--- config.mk ---
export PLATFORM = sky130hd
export DESIGN_NAME = memSubsystem
export DESIGN_NICKNAME = d
export VERILOG_FILES = /design/src/logic/memPkg.sv /design/src/logic/dCache.sv /design/src/logic/iCache.sv /design/src/logic/memController.sv /design/src/logic/memSubsystem.sv
export SDC_FILE = /design/constraint.sdc
export NUM_CORES = 2
export LEC_CHECK = 0
export BUFFER_PORTS_ARGS = -buffer_cell sky130_fd_sc_hd__clkbuf_2
export CAP_MARGIN = 5
export CORE_ASPECT_RATIO = 0.6
export CORE_MARGIN = 1.5
export CORE_UTILIZATION = 30
export CTS_BUF_LIST = sky130_fd_sc_hd__clkbuf_4 sky130_fd_sc_hd__clkbuf_8
export DETAILED_ROUTE_END_ITERATION = 16
export GPL_TIMING_DRIVEN = 0
export HOLD_SLACK_MARGIN = 0.15
export SLEW_MARGIN = 20
export SYNTH_ARGS = -nofsm -noshare
export SYNTH_HDL_FRONTEND = slang
export SYNTH_SLANG_ARGS = --single-unit
--- constraint.sdc ---
create_clock -name clkIn -period 16.44 [get_ports clkIn]
set_input_delay 0.822 -clock clkIn [delete_from_list [all_inputs] [get_ports clkIn]]
set_output_delay 0.822 -clock clkIn [all_outputs]
set_load 0.02 [all_outputs]
--- src/logic/memPkg.sv ---
`default_nettype none

package memPkg;

  localparam int blockWidth = 4;               // byte-offset bits in a block
  localparam int blockBytes = 2 ** blockWidth; // bytes per block

  // access-type codes on accessType
  localparam logic [1:0] accessNone = 2'd0;
  localparam logic [1:0] accessByte = 2'd1;
  localparam logic [1:0] accessHalf = 2'd2;
  localparam logic [1:0] accessWord = 2'd3;

  localparam logic [1:0] ioWindowBits = 2'b11; // addr[17:16] of uncached space

  // a byte address, flat or split at the block boundary
  typedef union packed {
    logic [31:0] flat;
    struct packed {
      logic [31-blockWidth:0] blockTag;
      logic [blockWidth-1:0]  byteOffset;
    } split;
  } blockAddrU;

endpackage

`default_nettype wire

--- src/logic/dCache.sv ---
`timescale 1ns/1ps
`default_nettype none

module dCache #(
  parameter int dCacheIndexWidth = 3
) (
  input  logic                            clkIn,
  input  logic                            resetIn,
  input  logic                            readyIn,
  input  logic                            clearIn,
  input  logic [1:0]                      accessType,
  input  logic                            readWriteIn,   // 1 read, 0 write
  input  logic [31:0]                     dataAddrIn,
  input  logic [31:0]                     dataIn,
  input  logic                            dFillValid,
  input  logic                            writeBackDone,
  input  logic [31-memPkg::blockWidth:0]  fillTag,
  input  logic [memPkg::blockBytes*8-1:0] fillBlock,
  input  logic                            ioReadValid,
  input  logic [31:0]                     ioReadData,
  input  logic                            ioWriteDone,
  output logic                            dMiss,
  output logic                            dMissRead,
  output logic [31-memPkg::blockWidth:0]  missTag,
  output logic [memPkg::blockBytes*8-1:0] victimBlock,
  output logic                            dataOutValid,
  output logic [31:0]                     dataOut,
  output logic                            dataWriteSuc
);

  localparam int lineCount = 2 ** dCacheIndexWidth;
  localparam int tagWidth  = 32 - memPkg::blockWidth - dCacheIndexWidth;

  localparam logic [1:0] sIdle      = 2'd0;
  localparam logic [1:0] sLookup    = 2'd1;
  localparam logic [1:0] sWriteBack = 2'd2;
  localparam logic [1:0] sRead      = 2'd3;

  logic [memPkg::blockBytes*8-1:0] lineData [lineCount];
  logic [tagWidth-1:0]             lineTag  [lineCount];
  logic [lineCount-1:0]            lineValid;
  logic [lineCount-1:0]            lineDirty;

  logic [1:0]        state;
  logic              reqLive;     // request still owed an answer
  logic              reqWrite;
  logic [1:0]        reqType;
  memPkg::blockAddrU reqAddr;
  logic [31:0]       reqData;
  logic              loadDone;
  logic              storeDone;
  logic [31:0]       loadData;

  logic [dCacheIndexWidth-1:0] reqIdx;
  logic [dCacheIndexWidth-1:0] missIdx;
  logic [tagWidth-1:0]         reqTag;
  logic                        newReq;
  logic                        liveReq;
  logic                        hit;
  logic                        victimDirty;
  logic                        lookupHit;
  logic                        lookupMiss;
  logic                        fillMatch;
  logic [6:0]                  wordBase;
  logic [4:0]                  byteShift;
  logic [31:0]                 hitWord;
  logic [31:0]                 sizeMask;
  logic [31:0]                 storeMask;
  logic [31:0]                 mergedWord;

  // uncached window is left to the controller
  assign newReq  = accessType != memPkg::accessNone &&
                   dataAddrIn[17:16] != memPkg::ioWindowBits;
  assign reqIdx  = reqAddr.split.blockTag[dCacheIndexWidth-1:0];
  assign reqTag  = reqAddr.split.blockTag[31-memPkg::blockWidth:dCacheIndexWidth];
  assign missIdx = missTag[dCacheIndexWidth-1:0];
  assign liveReq = reqLive && !(clearIn && !reqWrite); // loads only

  assign hit         = lineValid[reqIdx] && lineTag[reqIdx] == reqTag;
  assign victimDirty = lineValid[reqIdx] && lineDirty[reqIdx];
  assign lookupHit   = state == sLookup && liveReq && hit;
  assign lookupMiss  = state == sLookup && liveReq && !hit;
  assign fillMatch   = state == sRead && dFillValid && fillTag == missTag;

  assign wordBase  = {reqAddr.split.byteOffset[3:2], 5'b0};
  assign byteShift = {reqAddr.split.byteOffset[1:0], 3'b0};
  assign hitWord   = lineData[reqIdx][wordBase +: 32];

  always_comb begin
    case (reqType)
      memPkg::accessByte: sizeMask = 32'h0000_00ff;
      memPkg::accessHalf: sizeMask = 32'h0000_ffff;
      default:            sizeMask = 32'hffff_ffff;
    endcase
  end

  assign storeMask  = sizeMask << byteShift;
  assign mergedWord = (hitWord & ~storeMask) | ((reqData << byteShift) & storeMask);

  assign dMiss        = state == sWriteBack || state == sRead;
  assign dMissRead    = state == sRead;
  assign victimBlock  = lineData[missIdx];
  assign dataOutValid = loadDone || ioReadValid;   // uncached answers pass through
  assign dataOut      = ioReadValid ? ioReadData : loadData;
  assign dataWriteSuc = storeDone || ioWriteDone;

  always_ff @(posedge clkIn) begin
    if (resetIn) begin
      state     <= sIdle;
      reqLive   <= 1'b0;
      loadDone  <= 1'b0;
      storeDone <= 1'b0;
      lineValid <= '0;
      lineDirty <= '0;
    end else if (readyIn) begin
      loadDone  <= lookupHit && !reqWrite;
      storeDone <= lookupHit && reqWrite;
      reqLive   <= liveReq;
      case (state)
        sLookup: begin
          if (lookupHit) begin
            state   <= sIdle;
            reqLive <= 1'b0;
            if (reqWrite) begin
              lineDirty[reqIdx] <= 1'b1;
            end
          end else if (lookupMiss) begin
            state <= victimDirty ? sWriteBack : sRead;
          end else begin
            state <= sIdle;   // load dropped by clearIn
          end
        end
        sWriteBack: begin
          if (writeBackDone) begin
            lineDirty[missIdx] <= 1'b0;
            state              <= sLookup; // look again, line is clean now
          end
        end
        sRead: begin
          if (fillMatch) begin
            lineValid[missIdx] <= 1'b1;
            lineDirty[missIdx] <= 1'b0;
            state              <= sLookup;
          end
        end
        default: begin
        end
      endcase
      if (newReq) begin
        reqLive <= 1'b1;
        if (state == sIdle) begin
          state <= sLookup;
        end
      end
    end
  end

  always_ff @(posedge clkIn) begin
    if (readyIn) begin
      if (newReq) begin
        reqAddr  <= dataAddrIn;
        reqType  <= accessType;
        reqWrite <= !readWriteIn;
        reqData  <= dataIn;
      end
      if (lookupHit) begin
        loadData <= (hitWord >> byteShift) & sizeMask; // zero-extended
        if (reqWrite) begin
          lineData[reqIdx][wordBase +: 32] <= mergedWord;
        end
      end
      if (lookupMiss) begin
        missTag <= victimDirty ? {lineTag[reqIdx], reqIdx} : reqAddr.split.blockTag;
      end
      if (fillMatch) begin
        lineData[missIdx] <= fillBlock;
        lineTag[missIdx]  <= missTag[31-memPkg::blockWidth:dCacheIndexWidth];
      end
    end
  end

endmodule

`default_nettype wire

--- src/logic/iCache.sv ---
`timescale 1ns/1ps
`default_nettype none

module iCache #(
  parameter int iCacheIndexWidth = 4
) (
  input  logic                            clkIn,
  input  logic                            resetIn,
  input  logic                            readyIn,
  input  logic [31:0]                     instrAddrIn,
  input  logic                            iFillValid,
  input  logic [31-memPkg::blockWidth:0]  fillTag,
  input  logic [memPkg::blockBytes*8-1:0] fillBlock,
  output logic                            iMiss,
  output logic                            instrOutValid,
  output logic [31:0]                     instrOut
);

  localparam int lineCount = 2 ** iCacheIndexWidth;
  localparam int tagWidth  = 32 - memPkg::blockWidth - iCacheIndexWidth;

  logic [memPkg::blockBytes*8-1:0] lineData [lineCount];
  logic [tagWidth-1:0]             lineTag  [lineCount];
  logic [lineCount-1:0]            lineValid;

  memPkg::blockAddrU           fetchAddr;
  logic [iCacheIndexWidth-1:0] fetchIdx;
  logic [tagWidth-1:0]         fetchTag;
  logic [iCacheIndexWidth-1:0] fillIdx;
  logic                        fillMatch;
  logic                        hit;
  logic [31:0]                 hitWord;

  assign fetchAddr = instrAddrIn;
  assign fetchIdx  = fetchAddr.split.blockTag[iCacheIndexWidth-1:0];
  assign fetchTag  = fetchAddr.split.blockTag[31-memPkg::blockWidth:iCacheIndexWidth];
  assign fillIdx   = fillTag[iCacheIndexWidth-1:0];
  assign fillMatch = iFillValid && fillTag == fetchAddr.split.blockTag; // our outstanding miss
  assign hit       = lineValid[fetchIdx] && lineTag[fetchIdx] == fetchTag;

  // little-endian word at the word offset
  assign hitWord = lineData[fetchIdx][{fetchAddr.split.byteOffset[3:2], 5'b0} +: 32];

  always_ff @(posedge clkIn) begin
    if (resetIn) begin
      lineValid     <= '0;
      iMiss         <= 1'b0;
      instrOutValid <= 1'b0;
    end else if (readyIn) begin
      iMiss         <= !hit && !iFillValid; // quiet while the block lands
      instrOutValid <= hit;
      if (fillMatch) begin
        lineValid[fillIdx] <= 1'b1;
      end
    end
  end

  always_ff @(posedge clkIn) begin
    if (readyIn) begin
      instrOut <= hitWord;
      if (fillMatch) begin
        lineData[fillIdx] <= fillBlock;
        lineTag[fillIdx]  <= fillTag[31-memPkg::blockWidth:iCacheIndexWidth];
      end
    end
  end

endmodule

`default_nettype wire

--- src/logic/memController.sv ---
`timescale 1ns/1ps
`default_nettype none

module memController (
  input  logic                            clkIn,
  input  logic                            resetIn,
  input  logic                            readyIn,
  input  logic [7:0]                      memIn,
  input  logic                            iMiss,
  input  logic [31:0]                     instrAddrIn,
  input  logic                            dMiss,
  input  logic                            dMissRead,
  input  logic [31-memPkg::blockWidth:0]  missTag,
  input  logic [memPkg::blockBytes*8-1:0] victimBlock,
  input  logic [1:0]                      accessType,
  input  logic                            readWriteIn,   // 1 read, 0 write
  input  logic [31:0]                     dataAddrIn,
  input  logic [31:0]                     dataIn,
  output logic [31:0]                     memAddr,
  output logic [7:0]                      memOut,
  output logic                            readWriteOut,  // 1 write
  output logic [31-memPkg::blockWidth:0]  fillTag,
  output logic [memPkg::blockBytes*8-1:0] fillBlock,
  output logic                            iFillValid,
  output logic                            dFillValid,
  output logic                            writeBackDone,
  output logic                            ioReadValid,
  output logic [31:0]                     ioReadData,
  output logic                            ioWriteDone
);

  localparam int blockBits = memPkg::blockBytes * 8;

  localparam logic [1:0] sIdle = 2'd0;
  localparam logic [1:0] sRun  = 2'd1;
  localparam logic [1:0] sDone = 2'd2;

  localparam logic [2:0] opIFill     = 3'd0;
  localparam logic [2:0] opDFill     = 3'd1;
  localparam logic [2:0] opWriteBack = 3'd2;
  localparam logic [2:0] opIoRead    = 3'd3;
  localparam logic [2:0] opIoWrite   = 3'd4;

  logic [1:0]                     state;
  logic [2:0]                     opKind;
  logic [4:0]                     count;      // bytes sequenced so far
  logic [4:0]                     byteCount;  // transfer length
  logic [4:0]                     prevCount;
  logic [4:0]                     nextCount;
  logic [blockBits-1:0]           buffer;
  logic [31-memPkg::blockWidth:0] tagReg;
  logic                           opWrite;

  // uncached request, caught from the strobe
  logic                           ioStrobe;
  logic                           ioPend;
  logic                           ioWrite;
  logic [1:0]                     ioType;
  logic [31:0]                    ioAddr;
  logic [31:0]                    ioData;
  logic [4:0]                     ioBytes;

  memPkg::blockAddrU              instrAddrU;
  memPkg::blockAddrU              blockBase;

  assign ioStrobe = accessType != memPkg::accessNone &&
                    dataAddrIn[17:16] == memPkg::ioWindowBits;
  assign opWrite   = opKind == opWriteBack || opKind == opIoWrite;
  assign prevCount = count - 5'd1;
  assign nextCount = count + 5'd1;

  always_comb begin
    case (ioType)
      memPkg::accessHalf: ioBytes = 5'd2;
      memPkg::accessWord: ioBytes = 5'd4;
      default:            ioBytes = 5'd1;
    endcase
  end

  // block start address, data cache ahead of instruction cache
  assign instrAddrU = instrAddrIn;
  always_comb begin
    blockBase.split.blockTag   = dMiss ? missTag : instrAddrU.split.blockTag;
    blockBase.split.byteOffset = '0;
  end

  assign iFillValid    = state == sDone && opKind == opIFill;
  assign dFillValid    = state == sDone && opKind == opDFill;
  assign writeBackDone = state == sDone && opKind == opWriteBack;
  assign ioReadValid   = state == sDone && opKind == opIoRead;
  assign ioWriteDone   = state == sDone && opKind == opIoWrite;
  assign fillTag       = tagReg;
  assign fillBlock     = buffer;
  assign ioReadData    = buffer[31:0];

  always_ff @(posedge clkIn) begin
    if (resetIn) begin
      state        <= sIdle;
      ioPend       <= 1'b0;
      readWriteOut <= 1'b0;
      memAddr      <= '0;
    end else if (readyIn) begin
      case (state)
        sIdle: begin
          count <= '0;
          if (ioPend) begin
            state        <= sRun;
            ioPend       <= 1'b0;
            opKind       <= ioWrite ? opIoWrite : opIoRead;
            byteCount    <= ioBytes;
            memAddr      <= ioAddr;
            buffer       <= {{(blockBits-32){1'b0}}, ioData}; // zero for loads
            memOut       <= ioData[7:0];
            readWriteOut <= ioWrite;
          end else if (dMiss || iMiss) begin
            state     <= sRun;
            opKind    <= !dMiss ? opIFill : (dMissRead ? opDFill : opWriteBack);
            byteCount <= 5'(memPkg::blockBytes);
            tagReg    <= blockBase.split.blockTag;
            memAddr   <= blockBase.flat;
            if (dMiss && !dMissRead) begin
              buffer       <= victimBlock;
              memOut       <= victimBlock[7:0];
              readWriteOut <= 1'b1;
            end
          end
        end
        sRun: begin
          count <= nextCount;
          if (!opWrite) begin
            // byte of the previous address arrives now
            if (count != 5'd0) begin
              buffer[{prevCount[3:0], 3'b0} +: 8] <= memIn;
            end
            if (count == byteCount) begin
              state <= sDone;
            end else if (nextCount != byteCount) begin
              memAddr <= memAddr + 32'd1;
            end
          end else if (nextCount == byteCount) begin
            readWriteOut <= 1'b0;  // last byte written at this edge
            state        <= sDone;
          end else begin
            memAddr <= memAddr + 32'd1;
            memOut  <= buffer[{nextCount[3:0], 3'b0} +: 8];
          end
        end
        default: begin
          state <= sIdle;   // one-cycle done pulse
        end
      endcase
      if (ioStrobe) begin
        ioPend  <= 1'b1;
        ioAddr  <= dataAddrIn;
        ioType  <= accessType;
        ioWrite <= !readWriteIn;
        ioData  <= readWriteIn ? 32'd0 : dataIn;
      end
    end
  end

endmodule

`default_nettype wire

--- src/logic/memSubsystem.sv ---
`timescale 1ns/1ps
`default_nettype none

module memSubsystem #(
  parameter int iCacheIndexWidth = 4,
  parameter int dCacheIndexWidth = 3
) (
  input  logic        clkIn,
  input  logic        resetIn,
  input  logic        readyIn,       // global stall when low
  input  logic        clearIn,       // drops a pending load
  input  logic [31:0] instrAddrIn,
  input  logic [1:0]  accessType,
  input  logic        readWriteIn,   // 1 read, 0 write
  input  logic [31:0] dataAddrIn,
  input  logic [31:0] dataIn,
  input  logic [7:0]  memIn,
  output logic [31:0] memAddr,
  output logic [7:0]  memOut,
  output logic        readWriteOut,  // 1 write
  output logic        instrOutValid,
  output logic [31:0] instrOut,
  output logic        dataOutValid,
  output logic [31:0] dataOut,
  output logic        dataWriteSuc
);

  logic                            iMiss;
  logic                            iFillValid;
  logic                            dMiss;
  logic                            dMissRead;
  logic [31-memPkg::blockWidth:0]  missTag;
  logic [memPkg::blockBytes*8-1:0] victimBlock;
  logic                            dFillValid;
  logic                            writeBackDone;
  logic [31-memPkg::blockWidth:0]  fillTag;
  logic [memPkg::blockBytes*8-1:0] fillBlock;
  logic                            ioReadValid;
  logic [31:0]                     ioReadData;
  logic                            ioWriteDone;

  iCache #(
    .iCacheIndexWidth (iCacheIndexWidth)
  ) i_iCache (
    .clkIn         (clkIn),
    .resetIn       (resetIn),
    .readyIn       (readyIn),
    .instrAddrIn   (instrAddrIn),
    .iFillValid    (iFillValid),
    .fillTag       (fillTag),
    .fillBlock     (fillBlock),
    .iMiss         (iMiss),
    .instrOutValid (instrOutValid),
    .instrOut      (instrOut)
  );

  dCache #(
    .dCacheIndexWidth (dCacheIndexWidth)
  ) i_dCache (
    .clkIn         (clkIn),
    .resetIn       (resetIn),
    .readyIn       (readyIn),
    .clearIn       (clearIn),
    .accessType    (accessType),
    .readWriteIn   (readWriteIn),
    .dataAddrIn    (dataAddrIn),
    .dataIn        (dataIn),
    .dFillValid    (dFillValid),
    .writeBackDone (writeBackDone),
    .fillTag       (fillTag),
    .fillBlock     (fillBlock),
    .ioReadValid   (ioReadValid),
    .ioReadData    (ioReadData),
    .ioWriteDone   (ioWriteDone),
    .dMiss         (dMiss),
    .dMissRead     (dMissRead),
    .missTag       (missTag),
    .victimBlock   (victimBlock),
    .dataOutValid  (dataOutValid),
    .dataOut       (dataOut),
    .dataWriteSuc  (dataWriteSuc)
  );

  memController i_memController (
    .clkIn         (clkIn),
    .resetIn       (resetIn),
    .readyIn       (readyIn),
    .memIn         (memIn),
    .iMiss         (iMiss),
    .instrAddrIn   (instrAddrIn),
    .dMiss         (dMiss),
    .dMissRead     (dMissRead),
    .missTag       (missTag),
    .victimBlock   (victimBlock),
    .accessType    (accessType),
    .readWriteIn   (readWriteIn),
    .dataAddrIn    (dataAddrIn),
    .dataIn        (dataIn),
    .memAddr       (memAddr),
    .memOut        (memOut),
    .readWriteOut  (readWriteOut),
    .fillTag       (fillTag),
    .fillBlock     (fillBlock),
    .iFillValid    (iFillValid),
    .dFillValid    (dFillValid),
    .writeBackDone (writeBackDone),
    .ioReadValid   (ioReadValid),
    .ioReadData    (ioReadData),
    .ioWriteDone   (ioWriteDone)
  );

endmodule

`default_nettype wire

==> summary.txt <==
Clocking
  – CTS Sinks: 4139
  – H-tree Lvls: 6
  – Post-CTS sizing: 0
  – Root Driver: clkbuf_8
  – Worst-Skew Late Latency: 1360 ps
  – TritonCTS Buffers: 619
  – Clock Path Buffers: 4
  – CTS clock-pin slew for the worst setup and hold paths: 70 ps
  – CTS tree: done

Place
  – Port bufs: 208
  – Gpl congestion: 0.988
  – Post-DP HPWL: 469 mm
  – Dpl cell area: 189000 µm²

Hold path
  – Tightest Hold Check Type: in -> reg
  – Hold-critical path depth: 2
  – Worst hold start: dataIn[31]
  – Hold Path Sink: i_dCache.reqData[31]

Layout
  – Sequential cell area: 123000 µm²
  – Area grow syn2layout: 19.0%
  – Layout cells sized above 1: 34.4%
  – Final Cell Area: 203000 µm²
  – # nets final: 9735
  – Multi-input gate area: 45700 µm²
  – Fill count: 51900

Critical path
  – Largest stage delay on the critical path: 890 ps
  – Worst path required time: 17390 ps
  – Worst reg2reg setup slack: 9410 ps
  – Worst path slowest cell: a21oi_1
  – CP startpoint: i_memController.count[0]
  – Crit-path cells: clkbuf_1 > buf_1 > clkbuf_1 > inv_1 > ha_1 > clkbuf_1 > clkbuf_1 > nand2_1 > nor2_1 > nand2_1 > a21oi_1
  – Worst reg2reg path endpoint: i_memController.fillBlock[70]
  – Crit path capture type: flip-flop
  – Startpoint class of the critical path: flip-flop
  – CP Buf/Inv Count: 6
  – Worst reg-to-reg path cell count: 11
  – Crit path arrival time: 7990 ps
  – Most used cell, CP: clkbuf_1
  – Worst-path maximum fanout: 10
  – Setup CP Type: reg -> reg
  – Launching point of the worst reg2reg path: i_memController.count[0]
  – Top delay family on crit path: buffers and inverters

Global routing
  – Gr busiest metal: met1
  – Vias in the first global route: 97300
  – Congestion Overflow GR: 0
  – Largest net degree at the start of global routing: 42
  – First-pass GRT wire length: 843 mm
  – Initial antenna violation count: 76
  – Tot GR Track Use: 21.4%
  – Met2 Use GR: 28.2%
  – Met3 usage: 10.5%
  – Met1 usage: 31.0%

Detailed routing
  – Wire length per cell: 35.8 µm
  – Drt drc: 0
  – Vias: 101000
  – Initial drt markers: 18200
  – Vias per cell: 5.72
  – Drt first pass iters: 8
  – Antenna viol nets, final: 0
  – WL final: 634 mm

Power and ir drop
  – Seq pwr share: 52.6%
  – Leakage: 64.3 nW
  – Cell Int Power: 0.0166 W
  – Clock power frac: 38.4%
  – PwrDens: 110 nW/µm²
  – Net Sw Frac: 25.9%
  – Combinational group share of total power: 9.0%
  – Net switching power: 0.00579 W
  – VDD IR max: 0.0936 mV

Timing
  – Unrepaired setup endpoints after global routing: no
  – Max frequency: 0.142 GHz
  – Max Clock Skew: 177 ps
  – Max Slew Vio Count: 0
  – Final Cycle Share: 42.8%
  – Hold Vio Cnt, Final: 0
  – Worst-margin pin slew: 1370 ps
  – Worst-case hold slack: 255 ps
  – TNS Setup: 0 ps
  – Slew HR: 8.92%
  – # setup viols final: 0
  – Crit path time final: 7030 ps

Floorplanning
  – # rows: 214
  – Core area: 567000 µm²
  – Die span in x: 977 µm
  – I/O Pins: 219
  – Starting density of the core: 30.1%
  – Die Span Y: 587 µm
  – Die area: 574000 µm²

Yosys
  – Ys flop type: edfxtp_1
  – Post-synth EDFFs: 4058
  – Yosys Warn Count: 0
  – Ys async rst share: 0%
  – Cell area after synthesis: 171000 µm²
  – Syn_nets: 8362
  – Share of the synthesized area in the top cell type: 71.4%
  – Register area share after synthesis: 72.3%
  – Post-synth top area cell: edfxtp_1
  – Syn_area_per_cell: 20.7 µm²
  – Top cells by area, synth: edfxtp_1 71%, mux4_2 18%, mux2i_1 1.7%, dfxtp_1 0.95%, nand2_1 0.93%
  – Yosys reg bits: 4139
  – Netlist cell types: 73
  – Cells after Synth: 8235

Flow run
  – Max cap viols: 0

Status
  – Outcome: finished clean
## synth_stat cells, drive strengths merged (20+ instances only)
library cell	number
xor2	83
o22ai	32
o21a	20
inv	27
clkbuf	306
xnor2	27
nand2b	30
a21oi	139
o21ai	316
nand2	421
nor3	39
mux4	1397
nor2b	62
mux2	99
nand4	21
mux2i	296
nor2	268
nor4	20
dfxtp	81
nand3	31
a22o	55
edfxtp	4058
o211ai	23
buf	201
## power groups by stage
stage	clock network (W)	logic, W	registers [W]
global route	0.00909	0.00203	0.0118
floorplan	0	0.000961	0.0119
CTS	0.00866	0.00190	0.0118
global placement	0	0.00177	0.0120
detailed placement	0	0.00187	0.0120
finish	0.00858	0.00201	0.0118
## worst register-to-register path: stages, from the launching register on
cell,delay [ps]
edfxtp_1,400
clkbuf_1,590
buf_1,660
clkbuf_1,830
inv_1,210
ha_1,690
clkbuf_1,610
clkbuf_1,850
nand2_1,130
nor2_1,190
nand2_1,570
a21oi_1,910
## layout by cell type, fill, tap and decap left out, drive strengths merged, types with 67 or more instances in the layout
master	count
diode	67
nand2	421
edfxtp	4058
clkbuf	1364
dfxtp	81
nor2	268
xor2	83
a21oi	139
dlygate4sd3	108
mux4	1397
buf	618
clkinv	229
mux2i	296
o21ai	316
mux2	99
## sequential cells by signal, summed over array words and instances (netlist names), 3 cells and up, named ones only
register / count
i_iCache.lineData: 2048
i_iCache.instrOut: 32
i_memController.ioAddr: 32
i_memController.fillBlock: 128
i_memController.ioData: 32
i_memController.fillTag: 28
i_dCache.lineValid: 8
i_memController.count: 5
i_iCache.lineTag: 384
i_memController.memOut: 8
i_dCache.lineTag: 200
i_dCache.reqData: 32
i_memController.byteCount: 4
i_memController.opKind: 3
i_dCache.loadData: 32
i_dCache.reqAddr: 32
i_dCache.lineDirty: 8
i_dCache.lineData: 1024
i_iCache.lineValid: 16
i_memController.memAddr: 32
i_dCache.missTag: 28
## cell families (layout without fill, tap and decap cells)
logic type	after synthesis	count (layout)	share of synthesized area, %
muxes	1792	1792	20.8
adders and majority gates	16	16	0.117
xor gates and xnor gates	110	110	0.564
other	0	67	0
DFF	4139	4139	72.3
AOI/OAI and AO/OA	687	687	2.44
and+or+nand+nor	956	956	2.49
buffers and inverters	535	2408	1.25
## through the flow
stage	std cells	setup WS (ps)	util, %	total power, W
after global placement	16000	-13980	32.0	0.0138
after detailed placement	16400	8790	33.4	0.0139
after global routing	17700	9380	35.8	0.0229
final	17700	9410	35.9	0.0223
after floorplan	8235	2140	-	0.0129
after CTS	17600	9530	35.7	0.0223
## metal layers
layer | share of wire [%] | vias to the layer above | routed length (µm)
li1 | - | 37500 | -
met3 | 17 | 1134 | 110000
met1 | 40 | 54100 | 254000
met4 | 2.7 | 31 | 17300
met5 | 0.22 | - | 1370
met2 | 40 | 8566 | 252000
## repair_timing
action                                 CTS  global route
endpoints found under the hold margin  199             0
buffers inserted                         0             0
hold buffers                           108             0
## worst max-delay path by stage
stage | slack [ps] | depth (start not counted) | end
after floorplan | 2140 | 10 | i_iCache.lineData[0][0]
after global placement | -13980 | 7 | i_iCache.lineData[4][113]
after detailed placement | 8790 | 22 | i_iCache.lineData[0][105]
after CTS | 9530 | 12 | i_dCache.lineData[1][28]
after global routing | 9380 | 11 | i_memController.fillBlock[70]
final | 9410 | 11 | i_memController.fillBlock[70]
## cell type report
type	count	share of cell area (%)
Multi-Input combinational cell	3561	22.5
Clock inverter	290	0.969
Sequential cell	4139	60.8
Tap cell	7560	4.66
Buffer	507	1.10
Antenna cell	67	0.0825
Clock buffer	831	5.00
Timing Repair Buffer	752	4.84
Inverter	28	0.0530
Note: power is estimated with default switching activity, not from simulation.
